--- src/cal_config.svh ---
// ====================================================================
// ADC calibration configuration
// Build-time sizes shared by the calibration datapath, the APB
// register bank and the testbench
// ====================================================================
`ifndef CAL_CONFIG_SVH
`define CAL_CONFIG_SVH

// Number of multiplexed ADC channels carried on the sample stream
`define CAL_CHANNELS 4

// Width of a raw or calibrated sample, also the width of an offset
`define CAL_SAMPLE_WIDTH 16

// Width of a per-channel left-shift amount, 4 bits gives shifts of 0 to 15
`define CAL_SHIFT_WIDTH 4

// Width of the user tag that rides along with each sample
`define CAL_USER_WIDTH 8

// APB address width, enough for the control, mask, offset and shift windows
`define CAL_APB_ADDR_WIDTH 8

`endif

--- src/cal_regs_pkg.sv ---
// ====================================================================
// Calibration register map
// APB bus vector types, register offsets and the decoded register
// class used by the calibration register bank
// ====================================================================
package cal_regs_pkg;

`include "cal_config.svh"

    // APB3 data bus is always one 32-bit word
    localparam int APB_DATA_WIDTH = 32;

    typedef logic [`CAL_APB_ADDR_WIDTH-1:0] apb_addr_t;
    typedef logic [APB_DATA_WIDTH-1:0] apb_data_t;

    // Global control, bit 0 enables the per-channel left shift
    localparam apb_addr_t REG_CTRL = 'h00;

    // Bit n set means channel n produces signed output
    localparam apb_addr_t REG_SIGNED_MASK = 'h04;

    // Per-channel tables, one word per channel at base plus 4n
    localparam apb_addr_t REG_OFFSET_BASE = 'h10;
    localparam apb_addr_t REG_SHIFT_BASE = 'h20;

    // Size in bytes of each per-channel table window
    localparam int REG_WINDOW = 16;

    // Address class after decoding, sel_none marks an unmapped access
    typedef enum logic [2:0] {
        sel_ctrl,
        sel_mask,
        sel_offset,
        sel_shift,
        sel_none
    } reg_sel_e;

endpackage

--- src/cal_stream_pkg.sv ---
// ====================================================================
// Calibration stream types
// Vector types for the samples, channel numbers, user tags and shift
// amounts that move through the calibration datapath
// ====================================================================
package cal_stream_pkg;

`include "cal_config.svh"

    // Width of the dest field, kept at one bit or more so a single
    // channel build still has a legal index
    localparam int CHANNEL_WIDTH = (`CAL_CHANNELS > 1) ? $clog2(`CAL_CHANNELS) : 1;

    // A raw ADC sample, a calibrated sample or a per-channel offset
    typedef logic signed [`CAL_SAMPLE_WIDTH-1:0] sample_t;

    // Channel number carried in the dest field of the stream
    typedef logic [CHANNEL_WIDTH-1:0] channel_t;

    // Opaque tag that passes through the datapath unchanged
    typedef logic [`CAL_USER_WIDTH-1:0] user_t;

    // Left-shift amount applied after the offset correction
    typedef logic [`CAL_SHIFT_WIDTH-1:0] shift_t;

endpackage

--- src/calibration.sv ---
// ====================================================================
// Calibration datapath
// Adds a per-channel offset with saturation to each stream sample,
// optionally shifts it left, and registers the result with one cycle
// of latency while passing dest and user through
// ====================================================================
`timescale 1ns/1ps

`include "cal_config.svh"

module calibration
    import cal_stream_pkg::*;
(
    input  logic                        clock,
    input  logic                        reset,

    input  logic                        in_valid,
    input  sample_t                     in_data,
    input  channel_t                    in_dest,
    input  user_t                       in_user,
    output logic                        in_ready,

    input  logic                        out_ready,
    output logic                        out_valid,
    output sample_t                     out_data,
    output channel_t                    out_dest,
    output user_t                       out_user,

    input  sample_t [`CAL_CHANNELS-1:0] offset_table,
    input  shift_t  [`CAL_CHANNELS-1:0] shift_table,
    input  logic    [`CAL_CHANNELS-1:0] signed_mask,
    input  logic                        shift_enable
);

    // Settings picked for the channel of the incoming sample
    sample_t  channel_offset;
    shift_t   channel_shift;
    logic     channel_signed;

    sample_t  clamped_sum;
    sample_t  calibrated;
    logic     transfer;

    // The single output register frees up whenever downstream takes data,
    // so ready flows straight through, reset included
    assign in_ready = out_ready;

    // A sample moves on every edge where both sides agree
    assign transfer = in_valid && out_ready;

    // Per-channel lookups indexed by the dest field
    assign channel_offset = offset_table[in_dest];
    assign channel_shift = shift_table[in_dest];
    assign channel_signed = signed_mask[in_dest];

    saturating_adder offset_adder (
        .a           (in_data),
        .b           (channel_offset),
        .signed_mode (channel_signed),
        .sum         (clamped_sum)
    );

    // The shift keeps only the low sample bits, the overflow is discarded
    assign calibrated = shift_enable ? sample_t'(clamped_sum << channel_shift) : clamped_sum;

    // Valid is high for exactly the cycle after an accepting edge
    always_ff @(posedge clock) begin
        if (!reset) begin
            out_valid <= 1'b0;
        end else begin
            out_valid <= transfer;
        end
    end

    // Payload only loads on a transfer and is qualified by out_valid
    always_ff @(posedge clock) begin
        if (transfer) begin
            out_data <= calibrated;
            out_dest <= in_dest;
            out_user <= in_user;
        end
    end

endmodule

--- src/calibration_registers.sv ---
// ====================================================================
// Calibration register bank
// APB3 slave holding the shift enable, the signed output mask and the
// per-channel offset and shift tables used by the datapath
// ====================================================================
`timescale 1ns/1ps

`include "cal_config.svh"

module calibration_registers
    import cal_stream_pkg::*, cal_regs_pkg::*;
(
    input  logic                        clock,
    input  logic                        reset,

    input  logic                        psel,
    input  logic                        penable,
    input  logic                        pwrite,
    input  apb_addr_t                   paddr,
    input  apb_data_t                   pwdata,
    output apb_data_t                   prdata,
    output logic                        pready,
    output logic                        pslverr,

    output sample_t [`CAL_CHANNELS-1:0] offset_table,
    output shift_t  [`CAL_CHANNELS-1:0] shift_table,
    output logic    [`CAL_CHANNELS-1:0] signed_mask,
    output logic                        shift_enable
);

    localparam int W = `CAL_SAMPLE_WIDTH;

    reg_sel_e  reg_sel;
    apb_addr_t slot;
    channel_t  reg_index;
    sample_t   offset_value;
    apb_data_t read_data;
    logic      setup_phase;
    logic      write_en;

    // Every access completes in one access cycle
    assign pready = 1'b1;

    assign setup_phase = psel && !penable;
    assign write_en = psel && penable && pwrite && (reg_sel != sel_none);

    // Address decode into a register class and a table slot
    always_comb begin
        reg_sel = sel_none;
        slot = '0;
        // Only word aligned addresses are mapped
        if (paddr[1:0] == 2'b00) begin
            if (paddr == REG_CTRL) begin
                reg_sel = sel_ctrl;
            end else if (paddr == REG_SIGNED_MASK) begin
                reg_sel = sel_mask;
            end else if (paddr >= REG_OFFSET_BASE && paddr < REG_OFFSET_BASE + REG_WINDOW) begin
                reg_sel = sel_offset;
                slot = (paddr - REG_OFFSET_BASE) >> 2;
            end else if (paddr >= REG_SHIFT_BASE && paddr < REG_SHIFT_BASE + REG_WINDOW) begin
                reg_sel = sel_shift;
                slot = (paddr - REG_SHIFT_BASE) >> 2;
            end
        end
        // Table slots past the last channel are treated as holes
        if (slot >= `CAL_CHANNELS) begin
            reg_sel = sel_none;
        end
    end

    assign reg_index = slot[CHANNEL_WIDTH-1:0];
    assign offset_value = offset_table[reg_index];

    // Read mux, offsets come back sign extended to the full word
    always_comb begin
        case (reg_sel)
            sel_ctrl:   read_data = apb_data_t'(shift_enable);
            sel_mask:   read_data = apb_data_t'(signed_mask);
            sel_offset: read_data = {{(APB_DATA_WIDTH-W){offset_value[W-1]}}, offset_value};
            sel_shift:  read_data = apb_data_t'(shift_table[reg_index]);
            default:    read_data = '0;
        endcase
    end

    // Writes land on the edge that closes the access phase
    always_ff @(posedge clock) begin
        if (!reset) begin
            shift_enable <= 1'b0;
            signed_mask <= '1;
            offset_table <= '0;
            shift_table <= '0;
        end else if (write_en) begin
            case (reg_sel)
                sel_ctrl:   shift_enable <= pwdata[0];
                sel_mask:   signed_mask <= pwdata[`CAL_CHANNELS-1:0];
                sel_offset: offset_table[reg_index] <= pwdata[W-1:0];
                sel_shift:  shift_table[reg_index] <= pwdata[`CAL_SHIFT_WIDTH-1:0];
                default:    shift_enable <= shift_enable;
            endcase
        end
    end

    // Read data and error are captured at the end of the setup phase
    // so both are stable for the whole access phase
    always_ff @(posedge clock) begin
        if (!reset) begin
            prdata <= '0;
            pslverr <= 1'b0;
        end else begin
            pslverr <= setup_phase && (reg_sel == sel_none);
            if (setup_phase && !pwrite) begin
                prdata <= read_data;
            end
        end
    end

endmodule

--- src/calibration_top.sv ---
// ====================================================================
// ADC calibration subsystem
// Joins the APB register bank to the stream calibration datapath,
// which reads the current per-channel settings directly
// ====================================================================
`timescale 1ns/1ps

`include "cal_config.svh"

module calibration_top
    import cal_stream_pkg::*, cal_regs_pkg::*;
(
    input  logic      clock,
    input  logic      reset,

    // APB3 configuration port
    input  logic      psel,
    input  logic      penable,
    input  logic      pwrite,
    input  apb_addr_t paddr,
    input  apb_data_t pwdata,
    output apb_data_t prdata,
    output logic      pready,
    output logic      pslverr,

    // Raw sample stream
    input  logic      in_valid,
    input  sample_t   in_data,
    input  channel_t  in_dest,
    input  user_t     in_user,
    output logic      in_ready,

    // Calibrated sample stream
    output logic      out_valid,
    output sample_t   out_data,
    output channel_t  out_dest,
    output user_t     out_user,
    input  logic      out_ready
);

    // Settings from the register bank to the datapath
    sample_t [`CAL_CHANNELS-1:0] offset_table;
    shift_t  [`CAL_CHANNELS-1:0] shift_table;
    logic    [`CAL_CHANNELS-1:0] signed_mask;
    logic                        shift_enable;

    calibration_registers i_registers (
        .clock        (clock),
        .reset        (reset),
        .psel         (psel),
        .penable      (penable),
        .pwrite       (pwrite),
        .paddr        (paddr),
        .pwdata       (pwdata),
        .prdata       (prdata),
        .pready       (pready),
        .pslverr      (pslverr),
        .offset_table (offset_table),
        .shift_table  (shift_table),
        .signed_mask  (signed_mask),
        .shift_enable (shift_enable)
    );

    calibration i_calibration (
        .clock        (clock),
        .reset        (reset),
        .in_valid     (in_valid),
        .in_data      (in_data),
        .in_dest      (in_dest),
        .in_user      (in_user),
        .in_ready     (in_ready),
        .out_ready    (out_ready),
        .out_valid    (out_valid),
        .out_data     (out_data),
        .out_dest     (out_dest),
        .out_user     (out_user),
        .offset_table (offset_table),
        .shift_table  (shift_table),
        .signed_mask  (signed_mask),
        .shift_enable (shift_enable)
    );

endmodule

--- src/saturating_adder.sv ---
// ====================================================================
// Saturating adder
// Adds two signed samples and clamps the sum to the sample range, with
// a lower limit of either the most negative value or zero
// ====================================================================
`timescale 1ns/1ps

`include "cal_config.svh"

module saturating_adder
    import cal_stream_pkg::*;
(
    input  sample_t a,
    input  sample_t b,
    input  logic    signed_mode,
    output sample_t sum
);

    localparam int W = `CAL_SAMPLE_WIDTH;

    // One guard bit above the sample keeps the raw sum free of overflow
    logic signed [W:0] wide_sum;
    logic signed [W:0] pos_limit;
    logic signed [W:0] neg_limit;

    // Both operands are sign extended by hand before the add
    assign wide_sum = {a[W-1], a} + {b[W-1], b};

    // Largest positive sample value in the extended width
    assign pos_limit = {2'b00, {(W-1){1'b1}}};

    // Unsigned channels stop at zero instead of the most negative value
    assign neg_limit = signed_mode ? {2'b11, {(W-1){1'b0}}} : '0;

    always_comb begin
        if (wide_sum > pos_limit) begin
            sum = pos_limit[W-1:0];
        end else if (wide_sum < neg_limit) begin
            sum = neg_limit[W-1:0];
        end else begin
            // In range, so dropping the guard bit loses nothing
            sum = wide_sum[W-1:0];
        end
    end

endmodule

--- config.mk ---
export PLATFORM = sky130hd
export DESIGN_NAME = calibration_top
export DESIGN_NICKNAME = d
export VERILOG_FILES = /design/src/cal_regs_pkg.sv /design/src/cal_stream_pkg.sv /design/src/calibration.sv /design/src/calibration_registers.sv /design/src/calibration_top.sv /design/src/saturating_adder.sv
export VERILOG_INCLUDE_DIRS = /design/src
export SDC_FILE = /design/constraint.sdc
export NUM_CORES = 1
export LEC_CHECK = 0
export ABC_AREA = 1
export BUFFER_PORTS_ARGS = -buffer_cell sky130_fd_sc_hd__buf_2
export CELL_PAD_IN_SITES_DETAIL_PLACEMENT = 2
export CELL_PAD_IN_SITES_GLOBAL_PLACEMENT = 2
export CORE_UTILIZATION = 31
export DETAILED_ROUTE_END_ITERATION = 6
export GPL_TIMING_DRIVEN = 0
export HOLD_SLACK_MARGIN = 0.06
export PLACE_DENSITY = 0.87
export SKIP_LAST_GASP = 1
export SLEW_MARGIN = 20
export SYNTH_ARGS = -nofsm -noshare
export SYNTH_HDL_FRONTEND = slang
export SYNTH_SLANG_ARGS = --single-unit
--- constraint.sdc ---
create_clock -name clock -period 5.4 [get_ports clock]
set_input_delay 1.08 -clock clock [delete_from_list [all_inputs] [get_ports clock]]
set_output_delay 1.08 -clock clock [all_outputs]
set_load 0.005 [all_outputs]
==> summary by stage <==
Outcome
The run finished with clean final reports.

Setup path
The kind of critical path is in2reg. The required time at the endpoint of the critical path is 5520 ps. The buffering stage count on the worst path with inverters included is 5. In this design, the stage delay of the slowest critical-path cell is about 480 ps. The most common cell type on the critical path is sky130_fd_sc_hd__nand2_1.

The minimum setup slack among reg-to-reg paths is 1390 ps. On the critical path the largest part of the delay comes from simple AND/OR/NAND/NOR gates. The worst setup path is captured at a flip-flop. The sort of element at the start of the critical path is a primary input.

The largest individual stage delay along the critical path comes from the cell sky130_fd_sc_hd__fa_2. Data on the critical path arrives at its endpoint at between 5000 and 6000 ps. Along the worst path, the maximum fanout reaches 10. Measured in cells, the most critical reg-to-reg path has a length of 19. In this run the critical register-to-register path is launched from i_registers.offset_table[34]$_SDFFE_PN0P_. The worst register-to-register path ends at i_calibration.out_data[6]$_DFFE_PP_.

STA
Setup slack on the critical path of the routed design comes to 335 ps. Setup repair after global routing left no endpoint under its margin. At the pin with the least slew margin, the transition time is 960 ps. Setup violations remaining at the end of the flow were counted as 0. The post-route fraction of the period consumed by the critical path is 93.8%. The smallest clock period supported by the final layout is computed as 5060 ps. The total count of max-transition violations in the final report is 0. The worst-case clock skew is 17.1 ps. The final-report hold violation count is 0. The max-slew headroom at the worst pin is 35.6%.

The aggregate negative setup slack is 0 ps. For this run, the top clock speed supported by timing is just under 200 MHz.

CTS
No sink is reached through more buffers than the 2 on the longest clock path. TritonCTS built the clock tree. CTS built an H-tree with a depth of 4. The cell at the root of the clock tree is sky130_fd_sc_hd__clkbuf_16.

The clock drives ~130 sinks. Clock-pin slew was measured on the worst setup and hold paths at ~70 ps. The clock insertion delay at the later pin of the skew report is approximately 440 ps. The number of clock buffers inserted by TritonCTS is 17.

Synthesis
The cell area after synthesis is 8060 um^2. Yosys mapped the design onto 45 distinct sky130hd cell types. The synthesized net count is ~1300. The sequential area share after synthesis is 35.3%. The warning count from the yosys run is 0.

The cell count after synthesis came out at 1192. The synthesized area per cell is around 6.8 um^2. The number of flip-flops and latches in the synthesized netlist is roughly 130.

Job
Across the run, the number of max-cap violations was 0.

Route
The final route contains 9183 vias. The pre-antenna-repair detailed-routing pass consisted of 4 iterations. The number of vias per cell is 5.49. The count of nets left with antenna violations once routing finished came out at 0. In the final routed layout, each cell accounts on average for 21.7 um.

The DRC violations left is 0. The aggregate routed wire length is 36200 um. The violation count after the first detailed-routing iteration is 580.

Pwr
Power spread over the standard cell area amounts to approximately 290 nW/um^2. The static leakage power is 0.00434 uW. The part of the power in combinational logic is 19.8%. In this run, the clock network consumes 44.2% of the power. In this run, flip-flops and latches consume between 30% and 40% of the power. The internal power is roughly 1900 uW. The net switching share of the total power is between 30% and 40%.

VDD sags by at most 0.184 mV. The power spent charging and discharging nets is 921 uW.

Floorplan
The starting density of the core is between 30% and 40%. Measured along the y axis, the die boundary spans 163 um. 135 I/O pins were placed. The die covers 26600 um^2.

The floorplan step defined a core boundary enclosing 25300 um^2. The number of rows created at floorplan is 58. The die is approximately 160 um wide.

Placed design
The count of buffers added on input and output ports is 117. Timing analysis after detailed placement gives a worst setup slack of -910 ps. Counting tap cells, the placed design contains a total of between 1500 and 2000 instances. Detailed placement ended at an HPWL of roughly 25000 um. The placed instances occupy a cell area of 9060 um^2. The placer congestion estimate is slightly above 0.9.

Cells and area
The area overhead of the layout relative to synthesis is 20.6%. The non-filler instance count after layout is 1672. In the final design database the tool counted 1425 nets. The library cells used most frequently in the layout, excluding fill and tap cells, are 283 x sky130_fd_sc_hd__nand2_1, 149 x sky130_fd_sc_hd__nor2_1, 133 x sky130_fd_sc_hd__buf_2. The finished cells cover ~10000 um^2. The share of the core filled with cells in the final layout is 38.4%. The fraction of layout instances using a drive strength above 1 is between 10% and 20%.

The library cell used most frequently in the layout, excluding fill and tap cells, is sky130_fd_sc_hd__nand2_1.

Global routing
The number of antenna violations at the first check in global routing is 1. The remaining global-route overflow is 0. The first-pass GRT wire length is about 55000 um. In the global route stage, overall resource usage came out at 27.2%.

The number of global-route vias before repair is around 10000. The largest net degree at the start of global routing is 27.

Hold path
Along the worst hold path, the cell count comes to 2. The path class of the tightest hold or removal check is reg2reg. The path with the worst hold slack has its endpoint at i_registers.prdata[13]$_SDFFE_PN0P_. The startpoint of the most critical hold path is i_registers.prdata[13]$_SDFFE_PN0P_.
[layer usage]
layer	share of wire (%)	global-route usage (%)	wire (um)	vias to the layer above
li1	-	-	-	4229
met5	0	0	0	-
met3	4.7	3.66	1690	69
met1	43	33.3	15500	4591
met4	2.7	9.81	986	0
met2	50	48.4	18100	294
[how the worst max path moves through the flow]
| stage | end | cells after the start | startpoint | slack (ps) |
|---|---|---|---|---|
| 2_1_floorplan | i_calibration.out_data[14]$_DFFE_PP_ | 26 | in_dest[0] | 760 |
| 3_3_place_gp | i_calibration.out_data[14]$_DFFE_PP_ | 24 | in_dest[1] | -770 |
| 3_5_place_dp | i_calibration.out_data[14]$_DFFE_PP_ | 26 | in_dest[1] | -910 |
| 4_1_cts | i_calibration.out_data[14]$_DFFE_PP_ | 25 | in_dest[0] | 6 |
| 5_1_grt | i_calibration.out_data[14]$_DFFE_PP_ | 27 | in_dest[0] | 40 |
| 6_report | i_calibration.out_data[6]$_DFFE_PP_ | 25 | in_dest[0] | 340 |
[registers in the layout, indices dropped and copies added, names as in the netlist, 2 cells and up]
register and count:
i_calibration.out_data 16, i_registers.prdata 16, i_registers.offset_table 64, i_registers.shift_table 16
i_calibration.out_user 8, i_registers.signed_mask 4, i_calibration.out_dest 2
[power groups by stage]
stage	combinational [uW]	clock [uW]	sequential [uW]
finish	557	1250	1020
global route	610	1300	1020
CTS	547	1250	1020
detailed placement	537	0	1040
global placement	518	0	1040
floorplan	338	0	1040
[final cells by class]
type                    count  area, um^2
fillers                  3100       15600
multi-input cells         892        4440
flip-flops and latches    129        2840
repair buffers            119         601
plain buffers              75         452
clock buffers              18         439
well taps                 330         413
inverters                  94         358
clock inverters            14         169
diodes                      1        2.50
[synthesized netlist by cell type, drive strengths merged]
| cell | n | share of area, % |
|---|---|---|
| edfxtp | 26 | 9.7 |
| nand2 | 287 | 14 |
| or2 | 3 | 0.23 |
| clkinv | 8 | 0.39 |
| a32oi | 3 | 0.51 |
| buf | 46 | 3.9 |
| o21ai | 145 | 9.1 |
| a21oi | 72 | 4.9 |
| ha | 22 | 3.4 |
| inv | 86 | 4.0 |
| nand3 | 122 | 7.7 |
| nor2 | 164 | 8.8 |
| o22ai | 17 | 1.3 |
| nand3b | 8 | 0.75 |
| xor2 | 1 | 0.11 |
| nand4 | 18 | 1.5 |
| a22o | 1 | 0.11 |
| clkbuf | 31 | 1.4 |
| xnor2 | 3 | 0.33 |
| conb | 1 | 0.047 |
| nor3 | 5 | 0.37 |
| a21o | 3 | 0.28 |
| fa | 2 | 0.50 |
| o211ai | 10 | 0.93 |
| dfxtp | 103 | 26 |
| o21bai | 2 | 0.19 |
| and2 | 2 | 0.16 |
| and3 | 1 | 0.078 |
[timing repair]
| item | in CTS | in global routing |
|---|---|---|
| hold buffers | 0 | 0 |
| cloned | 0 | 0 |
| gates resized for setup | 9 | 17 |
| buffers inserted | 0 | 2 |
| setup endpoints to repair | 16 | 16 |
[cell families after synthesis]
| kind of cell | count (synthesis) | synth area share, % |
|---|---|---|
| AOI/OAI and AO/OA | 253 | 17.3 |
| xor gates and xnor gates | 4 | 0.435 |
| adders and majority gates | 24 | 3.91 |
| buffers and inverters | 171 | 9.78 |
| DFF | 129 | 35.3 |
| other | 1 | 0.0465 |
| and+or+nand+nor | 610 | 33.2 |
[metrics by stage]
step           hold WS (ps)  power [uW]
2_1_floorplan           462        1380
3_3_place_gp            452        1550
3_5_place_dp            460        1580
4_1_cts                 472        2820
5_1_grt                 493        2920
6_report                469        2820
[worst min-delay path: stages (launching register included)]
cell	delay, ps
sky130_fd_sc_hd__dfxtp_1	310
sky130_fd_sc_hd__nand2_1	60
sky130_fd_sc_hd__a21oi_1	50
Power figures use the tool's default switching activity.
